$ cat src/mipsPkg.sv
`default_nettype none

package mipsPkg;

	// ==================================================
	// widths
	// ==================================================
	localparam int dataWidth = 32;
	localparam int regAddrWidth = 5;
	localparam int shamtWidth = 5;

	// one quotient bit per divider step
	localparam int divSteps = dataWidth;
	localparam int divCntWidth = $clog2(divSteps);
	localparam logic [divCntWidth-1:0] divLastCount = divCntWidth'(divSteps - 1);

	// execute operand source
	localparam logic [1:0] fwdReg = 2'b00;
	localparam logic [1:0] fwdWb = 2'b01;
	localparam logic [1:0] fwdMem = 2'b10;

	// ==================================================
	// opcodes and funct codes
	// ==================================================
	localparam logic [5:0] opSpecial = 6'h00;
	localparam logic [5:0] opAddi = 6'h08;
	localparam logic [5:0] opAddiu = 6'h09;
	localparam logic [5:0] opSlti = 6'h0a;
	localparam logic [5:0] opAndi = 6'h0c;
	localparam logic [5:0] opOri = 6'h0d;
	localparam logic [5:0] opXori = 6'h0e;
	localparam logic [5:0] opLui = 6'h0f;

	localparam logic [5:0] fnSll = 6'h00;
	localparam logic [5:0] fnSrl = 6'h02;
	localparam logic [5:0] fnSra = 6'h03;
	localparam logic [5:0] fnMfhi = 6'h10;
	localparam logic [5:0] fnMflo = 6'h12;
	localparam logic [5:0] fnMult = 6'h18;
	localparam logic [5:0] fnMultu = 6'h19;
	localparam logic [5:0] fnDiv = 6'h1a;
	localparam logic [5:0] fnDivu = 6'h1b;
	localparam logic [5:0] fnAdd = 6'h20;
	localparam logic [5:0] fnAddu = 6'h21;
	localparam logic [5:0] fnSub = 6'h22;
	localparam logic [5:0] fnSubu = 6'h23;
	localparam logic [5:0] fnAnd = 6'h24;
	localparam logic [5:0] fnOr = 6'h25;
	localparam logic [5:0] fnXor = 6'h26;
	localparam logic [5:0] fnNor = 6'h27;
	localparam logic [5:0] fnSlt = 6'h2a;
	localparam logic [5:0] fnSltu = 6'h2b;

	// ==================================================
	// control and stage payloads
	// ==================================================
	typedef enum logic [3:0] {
		aluAdd, aluSub, aluAnd, aluOr, aluXor, aluNor,
		aluSlt, aluSltu, aluSll, aluSrl, aluSra, aluLui
	} aluOpT;

	// writeback value source
	typedef enum logic [1:0] {wbAlu, wbHi, wbLo} wbSrcT;

	typedef struct packed {
		aluOpT aluOp;
		logic useImm;
		logic regWrite;
		logic [regAddrWidth-1:0] dest;
		wbSrcT wbSrc;
		// writes hi/lo
		logic mdWrite;
		logic isDiv;
		logic isSigned;
	} decodeCtrlT;

	typedef struct packed {
		decodeCtrlT ctrl;
		logic [regAddrWidth-1:0] rs;
		logic [regAddrWidth-1:0] rt;
		logic [dataWidth-1:0] rsVal;
		logic [dataWidth-1:0] rtVal;
		logic [dataWidth-1:0] imm;
		logic [shamtWidth-1:0] shamt;
	} deStageT;

	typedef struct packed {
		logic regWrite;
		logic [regAddrWidth-1:0] dest;
		logic [dataWidth-1:0] result;
		logic hiloWrite;
		logic [dataWidth-1:0] hi;
		logic [dataWidth-1:0] lo;
	} emStageT;

	typedef struct packed {
		logic regWrite;
		logic [regAddrWidth-1:0] dest;
		logic [dataWidth-1:0] result;
	} mwStageT;

endpackage

`default_nettype wire

$ cat src/decodeUnit.sv
`timescale 1ns/1ps
`default_nettype none

module decodeUnit (
	input logic [mipsPkg::dataWidth-1:0] instr,
	output mipsPkg::decodeCtrlT ctrl,
	output logic [mipsPkg::regAddrWidth-1:0] rs,
	output logic [mipsPkg::regAddrWidth-1:0] rt,
	output logic [mipsPkg::dataWidth-1:0] imm,
	output logic [mipsPkg::shamtWidth-1:0] shamt
);

	logic [5:0] opcode;
	logic [5:0] funct;
	logic [mipsPkg::regAddrWidth-1:0] rd;
	logic [mipsPkg::dataWidth-1:0] immSign;
	logic [mipsPkg::dataWidth-1:0] immZero;
	logic iType;

	// field split
	assign opcode = instr[31:26];
	assign rs = instr[25:21];
	assign rt = instr[20:16];
	assign rd = instr[15:11];
	assign shamt = instr[10:6];
	assign funct = instr[5:0];

	assign immSign = {{16{instr[15]}}, instr[15:0]};
	assign immZero = {16'h0000, instr[15:0]};

	always_comb begin
		ctrl = '0;
		imm = '0;
		iType = 1'b0;
		case (opcode)
			mipsPkg::opSpecial: begin
				// r-type writes rd unless cleared below
				ctrl.dest = rd;
				ctrl.regWrite = 1'b1;
				case (funct)
					mipsPkg::fnAdd, mipsPkg::fnAddu: ctrl.aluOp = mipsPkg::aluAdd;
					mipsPkg::fnSub, mipsPkg::fnSubu: ctrl.aluOp = mipsPkg::aluSub;
					mipsPkg::fnAnd: ctrl.aluOp = mipsPkg::aluAnd;
					mipsPkg::fnOr: ctrl.aluOp = mipsPkg::aluOr;
					mipsPkg::fnXor: ctrl.aluOp = mipsPkg::aluXor;
					mipsPkg::fnNor: ctrl.aluOp = mipsPkg::aluNor;
					mipsPkg::fnSlt: ctrl.aluOp = mipsPkg::aluSlt;
					mipsPkg::fnSltu: ctrl.aluOp = mipsPkg::aluSltu;
					mipsPkg::fnSll: ctrl.aluOp = mipsPkg::aluSll;
					mipsPkg::fnSrl: ctrl.aluOp = mipsPkg::aluSrl;
					mipsPkg::fnSra: ctrl.aluOp = mipsPkg::aluSra;
					mipsPkg::fnMfhi: ctrl.wbSrc = mipsPkg::wbHi;
					mipsPkg::fnMflo: ctrl.wbSrc = mipsPkg::wbLo;
					mipsPkg::fnMult, mipsPkg::fnMultu: begin
						ctrl.regWrite = 1'b0;
						ctrl.mdWrite = 1'b1;
						ctrl.isSigned = (funct == mipsPkg::fnMult);
					end
					mipsPkg::fnDiv, mipsPkg::fnDivu: begin
						ctrl.regWrite = 1'b0;
						ctrl.mdWrite = 1'b1;
						ctrl.isDiv = 1'b1;
						ctrl.isSigned = (funct == mipsPkg::fnDiv);
					end
					default: ctrl.regWrite = 1'b0;
				endcase
			end
			mipsPkg::opAddi, mipsPkg::opAddiu: begin
				iType = 1'b1;
				ctrl.aluOp = mipsPkg::aluAdd;
				imm = immSign;
			end
			mipsPkg::opSlti: begin
				iType = 1'b1;
				ctrl.aluOp = mipsPkg::aluSlt;
				imm = immSign;
			end
			mipsPkg::opAndi: begin
				iType = 1'b1;
				ctrl.aluOp = mipsPkg::aluAnd;
				imm = immZero;
			end
			mipsPkg::opOri: begin
				iType = 1'b1;
				ctrl.aluOp = mipsPkg::aluOr;
				imm = immZero;
			end
			mipsPkg::opXori: begin
				iType = 1'b1;
				ctrl.aluOp = mipsPkg::aluXor;
				imm = immZero;
			end
			mipsPkg::opLui: begin
				iType = 1'b1;
				ctrl.aluOp = mipsPkg::aluLui;
				imm = {instr[15:0], 16'h0000};
			end
			default: iType = 1'b0;
		endcase
		// immediate forms write rt
		if (iType) begin
			ctrl.useImm = 1'b1;
			ctrl.regWrite = 1'b1;
			ctrl.dest = rt;
		end
		// r0 writes are dropped here, so no stage ever sees them
		ctrl.regWrite = ctrl.regWrite && (ctrl.dest != '0);
	end

endmodule

`default_nettype wire

$ cat config.mk
export PLATFORM = sky130hd
export DESIGN_NAME = decodeUnit
export DESIGN_NICKNAME = d
export VERILOG_FILES = /design/src/mipsPkg.sv /design/src/decodeUnit.sv
export SDC_FILE = /design/constraint.sdc
export NUM_CORES = 1
export LEC_CHECK = 0
export BUFFER_PORTS_ARGS = -buffer_cell sky130_fd_sc_hd__buf_4
export CAP_MARGIN = 25
export CORE_AREA = 5 5 54 56
export DETAILED_ROUTE_END_ITERATION = 6
export DIE_AREA = 0 0 59 61
export PLACE_DENSITY_LB_ADDON = 0.2
export SLEW_MARGIN = 30
export SYNTH_ARGS = -nofsm -noshare
export SYNTH_HDL_FRONTEND = slang
export SYNTH_SLANG_ARGS = --single-unit
$ cat constraint.sdc
create_clock -name vclk -period 1.77
set_input_delay 0.177 -clock vclk [all_inputs]
set_output_delay 0.177 -clock vclk [all_outputs]
set_load 0.01 [all_outputs]
; Word-level counts from Yosys, hierarchy flattened
; Cells that the tools add are included.
[totals]
inputBits = 32
ff_bits = 0
word_cells = 48
[op_classes]
n_reduce_logical = 12
n_eq_ne = 25
n_mux = 11
[op_table]
columns = cell, count
row1 = $pmux W32 S3, 1
row2 = $eq A6 B6 Y1 const B, 10
row3 = $eq A6 B4 Y1 const B, 7
row4 = $pmux W4 S10, 1
row5 = $eq A6 B5 Y1 const B, 6
row6 = $pmux W4 S6, 1
row7 = $reduce_or A15 Y1, 1
row8 = $eq A6 B2 Y1 const B, 2
row9 = $logic_not A6 Y1, 2
row10 = $mux W11, 1
row11 = $mux W7, 1
row12 = $reduce_or A7 Y1, 1
row13 = $reduce_or A2 Y1, 3
row14 = $reduce_or A3 Y1, 2
row15 = $reduce_bool A5 Y1, 1
row16 = $mux W1, 4
row17 = $pmux W2 S2, 1
row18 = $reduce_or A4 Y1, 1
row19 = $pmux W1 S2, 1
row20 = $logic_and A1 B1 Y1, 1

; Logic depth before layout (Yosys ltp)
; Gate-level depths: netlist (run 1).
[depth]
depth_word = 7
mapped_depth = 6
mapped_depth_nobuf = 4

; Least setup slack after synthesis (run 1)
; Ideal clock, no wire load.
[synth_path]
path_type = input to output
start = input port instr[31] (netlist name)
end = output port ctrl[1] (netlist name)
cell_stages = 4
required_ns = 1.593
arrival_ns = 1.538
slack_ns = 0.055
path_buffers = 0
path_cell_list = or3_4 -> or4_4 -> nor4_4 -> and2_2
[synth_lines]
columns = element, line
row1 = start: declaration, decodeUnit.sv:5  ; input logic [mipsPkg::dataWidth-1:0] instr,
row2 = end: declaration, decodeUnit.sv:6  ; output mipsPkg::decodeCtrlT ctrl,

==> results.md, run 1 <==
* Status: complete, but fails checks
* Failing checks: negative setup slack
* Power Total at 0.231 mW
* Final core occ at 59.4%
* Data arrival, critical path at roughly 1.6 ns
* Initial Utilization at between 30% and 40%
* Post-Syn Nets at 149
* YS warnings at 0
* Largest net degree at the start of global routing at 18
* # clk buffers at 0
* Max Cap Viol at 0
* Worst Hold Path Cells at 0
* Post-Syn Area per Cell at between 6 and 7 sq um
* First-pass GRT wire length at 4920 um
* FF+latch count at 0
* Initial antenna violation count at 0
* Slew HR at approximately four fifths
* RSZ-0062 raised after global routing: yes
* Max-slew violations at 0
* PortBufs at 85
* First-pass DRT Iterations at 4
* Die ar. at roughly 3600 sq um
* Mapped Area at between 800 and 900 sq um
* Layout overhead on the synthesized area at 73.4%
* Pwr/cell area at 163 nW/um^2
* Critical path class: input pin to output port
* Vias at 1097
* Share of layout cells above drive strength 1 at 57.1%
* Yosys cell types at 33
* Chip Height at 61 um
* Placed cell area at about 1400 sq um
* Peak supply drop at 0.0970 mV
* Gr usage total at 17.0%
* Vias in the first global route at 1075
* Via density at approximately 5.1
* Antenna Nets Post-Route at 0
* Row count at 18
* Iteration-0 DRC Markers at 19
* Endpoints failing hold at 0
* Seq/Total Area, Yosys at 0%
* Die X at roughly 59 um
* Fin crit share at 101%
* Final instance area at 1420 sq um
* Worst setup EP type: output port
* Leakage at around 0.9 nW
* Hold Startpoint: instr[25]
* Antenna fix cells at 0
* Layout Nets at 218
* WHS Endpoint: rs[4]
* Avg WL per Cell at ~15 um
* Grt total ovfl at 0
* Type of the worst min-delay path: input pin to output port
* Synth Instances at 117
* Routed WL at 3190 um
* Final setup fails at 2
* Hold Buf Count CTS at 0
* Crit-path max cell delay at 0.47 ns
* Register Area at 0 sq um
* CP cell instances: buf_6 > or3_4 > or4_4 > nor4_4 > and2_2 > buf_4
* CP Launch Type: input pin
* Core area at between 2000 and 2500 sq um
* Placer congestion estimate at 0.820
* Worst-Margin Slew at 0.317 ns
* Req. time, crit path at 1.59 ns
* Max Freq at 560 MHz
* Post-route setup slack at -0.0162 ns
* Slowest CP cell: or4_4
* Drt drc at 0
* Min cycle time layout at 1.79 ns
* Post-DP HPWL at 2640 um
* CP Max Fanout at 3
* Ports at 95
cells in the mapped netlist:
cell type | n | area [sq um]
nor4_4 | 2 | 42.5
nor3_1 | 2 | 10.0
clkbuf_1 | 7 | 26.3
or4_1 | 3 | 22.5
inv_1 | 2 | 7.51
buf_1 | 1 | 3.75
a22o_1 | 5 | 43.8
o21a_1 | 1 | 7.51
and2_2 | 1 | 7.51
a31oi_1 | 1 | 6.26
o31ai_1 | 3 | 22.5
nor4_1 | 1 | 6.26
nand2_1 | 5 | 18.8
a32oi_1 | 1 | 8.76
nor2_1 | 2 | 7.51
buf_4 | 18 | 135
and2b_2 | 1 | 8.76
or4_4 | 1 | 11.3
and4b_1 | 2 | 20.0
nand3_1 | 2 | 10.0
nor2_2 | 1 | 6.26
a21oi_1 | 3 | 15.0
nand2b_1 | 3 | 18.8
and3_1 | 17 | 106
buf_2 | 2 | 10.0
a221oi_1 | 1 | 8.76
buf_12 | 1 | 20.0
o21ai_0 | 3 | 15.0
nor2b_1 | 2 | 12.5
a21o_1 | 18 | 135
or3_4 | 1 | 11.3
nor3b_1 | 2 | 15.0
xnor2_1 | 2 | 17.5
metrics by stage:
step	std cells	setup WS [ns]	hold WS (ns)	setup TNS, ns
3_5_place_dp	213	-0.121	0.354	-0.236
5_1_grt	214	-0.0613	0.354	-0.116
2_1_floorplan	117	0.0552	0.446	0
4_1_cts	214	-0.0189	0.354	-0.0280
6_report	214	-0.0162	0.354	-0.0211
3_3_place_gp	213	-0.0904	0.354	-0.177
worst max-delay path: cells and delay by family:
kind,cells,cell delay (ns)
buffers and inverters,2,0.20
and+or+nand+nor,4,1.23
layout make-up:
class / count / area [sq um]
inverters: 2 / 7.51
repair buffers: 96 / 748
well taps: 30 / 37.5
fillers: 220 / 968
multi-input cells: 86 / 626
repair_timing:
item | in CTS | in global routing
buffers inserted | 1 | 0
resized for setup | 3 | 2
setup endpoints to repair | 3 | 4
pin swaps | 1 | 0
power breakdown:
| group | total [mW] | switching, mW | internal, mW |
|---|---|---|---|
| clock network | 0 | 0 | 0 |
| registers | 0 | 0 | 0 |
| logic | 0.231 | 0.110 | 0.121 |
| total | 0.231 | 0.110 | 0.121 |
logic make-up (layout without fill, tap and decap cells):
kind of cell	Yosys count	in the layout	share of synthesized area [%]
simple gates	48	48	41.0
xor+xnor	2	2	2.14
buf+inv	31	98	24.8
compound gates	36	36	32.1
per-layer routing:
metal	GRT usage (%)	part of all wire [%]
met5	0	0
met4	1.29	0.75
met3	3.62	9.5
met2	32.6	51
met1	19.9	39
layout by cell type (no fill, tap or decap), types with 2 or more instances in the layout:
cell | synthesis | routed
nand3_1 | 2 | 2
buf_4 | 18 | 91
buf_6 | 0 | 4
nand2b_1 | 3 | 3
or4_1 | 3 | 3
a21oi_1 | 3 | 3
nand2_1 | 5 | 5
a21o_1 | 18 | 18
o21ai_0 | 3 | 3
nor4_4 | 2 | 2
nor2_1 | 2 | 2
xnor2_1 | 2 | 2
a22o_1 | 5 | 5
inv_1 | 2 | 2
nor3_1 | 2 | 2
o31ai_1 | 3 | 2
nor2b_1 | 2 | 2
and4b_1 | 2 | 2
and3_1 | 17 | 17
how the worst max path moves through the flow:
stage / from / endpoint / slack (ns) / cells past startpoint
after CTS: instr[31] / ctrl[1] / -0.02 / 6
after global placement: instr[31] / ctrl[1] / -0.09 / 6
after floorplan: instr[31] / ctrl[1] / 0.06 / 4
after detailed placement: instr[31] / ctrl[1] / -0.12 / 6
final: instr[31] / ctrl[1] / -0.02 / 6
after global routing: instr[31] / ctrl[1] / -0.06 / 6
(Power assumes the default switching activity.)
==> run 2, diff against run 1 <==
- CELL_PAD_IN_SITES_DETAIL_PLACEMENT: unset -> 0
- CELL_PAD_IN_SITES_GLOBAL_PLACEMENT: unset -> 1
- CORE_AREA: 5 5 54 56 -> 5 5 69 71
- DIE_AREA: 0 0 59 61 -> 0 0 74 76
==> run 2 against run 1 <==
  * The run now ends clean
  * Utilization shrank 24 points
  * Combinational power grew 3%
  * Die area grew 56%
  * Cell count grew 12%
  * Cell area grew 4.1%
  * First-iteration DRC count grew 58%
  * Via count grew 3.7%
  * Critical path type unchanged
  * Critical endpoint is now ctrl[0]
==> results.md, run 2 (same netlist as run 1, synthesis figures left out) <==
* Vias in the first global route at between 1000 and 1500
* Layout overhead on the synthesized area at 80.4%
* Min cycle time layout at 1.77 ns
* Iteration-0 DRC Markers at 30
* Crit-path most repeated cell: buf_6
* Grt total ovfl at 0
* Antenna Nets Post-Route at 0
* Endpoints failing hold at 0
* First-pass DRT Iterations at 4
* Initial Utilization at 19.6%
* Gr usage total at 11.7%
* Drt drc at 0
* # clk buffers at 0
* Crit-path max cell delay at 0.46 ns
* Worst-Margin Slew at 0.279 ns
* Max-slew violations at 0
* Initial antenna violation count at 0
* Antenna fix cells at 0
* Placed cell area at 1440 sq um
* Slew HR at 81.3%
* First-pass GRT wire length at 5530 um
* Core area at 4170 sq um
* Die X at 74 um
* Status: finished, final reports clean
* Commonest non-fill, non-tap cell in the layout: buf_4
* Delay-heaviest family, CP: simple AND/OR/NAND/NOR gates
* Leakage at 0.937 nW
* Vias at 1138
* Fin crit share at 100%
* Register Area at 0 sq um
* Peak supply drop at 0.0454 mV
* Layout Nets at 222
* Type of the worst min-delay path: input pin to output port
* Routed WL at between 3000 and 4000 um
* CP cell instances: buf_6 > or3_4 > or4_4 > nor4_4 > and2b_2 > buf_6
* Data arrival, critical path at 1.59 ns
* Ports at 95
* Critical path buffers and inverters at 2
* Max Freq at 565 MHz
* PortBufs at 85
* Slowest CP cell: or4_4
* Power Total at 0.238 mW
* RSZ-0062 raised after global routing: yes
* Pwr/cell area at 161 nW/um^2
* Row count at 24
* Chip Height at 76 um
* FF+latch count at 0
* Critical path class: input pin to output port
* Max Cap Viol at 0
* Avg WL per Cell at approximately 15 um
* Via density at 4.74
* Die ar. at 5620 sq um
* Placer congestion estimate at 0.765
* Req. time, crit path at 1.59 ns
* Largest net degree at the start of global routing at 17
* Share of layout cells above drive strength 1 at 58.0%
* Worst setup EP type: output port
* Final setup fails at 0
* Final instance area at 1480 sq um
* Post-DP HPWL at 2920 um
* Most frequent cells in the layout: buf_4, a21o_1, and3_1
* CP Launch Type: input pin
* CP Max Fanout at 3
* Hold Buf Count CTS at 0
==> run 2: changes by cell type in the layout (fill, tap and decap cells not counted), sizes merged <==
cell / before / now
buf: 96 / 100
==> run 2: report_power, final <==
group / internal (mW) / switching (mW)
sequential: 0 / 0
clock: 0 / 0
combinational: 0.124 / 0.114
==> run 2: worst paths after layout <==
path                      start       to  slack, ns  depth (start not counted)
worst max-delay path  instr[31]  ctrl[0]     0.0001                          6
worst min-delay path  instr[25]    rs[4]       0.35                          0
==> run 2: repair_timing <==
item | CTS | global route
endpoints found under the setup margin | 3 | 6
pin swaps | 2 | 2
buffers inserted | 0 | 1
resized for setup | 5 | 5
==> run 2: metrics by stage <==
step | setup TNS (ns) | cells | util (%) | setup WS (ns) | hold WS [ns]
2_1_floorplan | 0 | 117 | - | 0.0552 | 0.446
3_3_place_gp | -0.139 | 239 | 34.4 | -0.0721 | 0.354
3_5_place_dp | -0.187 | 239 | 34.4 | -0.0928 | 0.354
4_1_cts | -0.00407 | 239 | 34.8 | -0.00407 | 0.354
5_1_grt | -0.268 | 240 | 35.4 | -0.0738 | 0.354
6_report | 0 | 240 | 35.4 | 0.000129 | 0.354
==> run 2: metal layers <==
metal | wire length [um] | share of wire, % | GRT usage (%)
met1 | 1530 | 43 | 15.0
met2 | 1810 | 51 | 21.5
met3 | 206 | 5.8 | 1.32
met4 | 5 | 0.14 | 0.362
met5 | 0 | 0 | 0
==> run 2: final cells by class <==
| cell class | count | area [sq um] |
|---|---|---|
| fill | 453 | 2700 |
| timing repair buffer | 100 | 777 |
| multi-input combinational | 86 | 627 |
| inverter | 2 | 7.51 |
| tap | 52 | 65.1 |
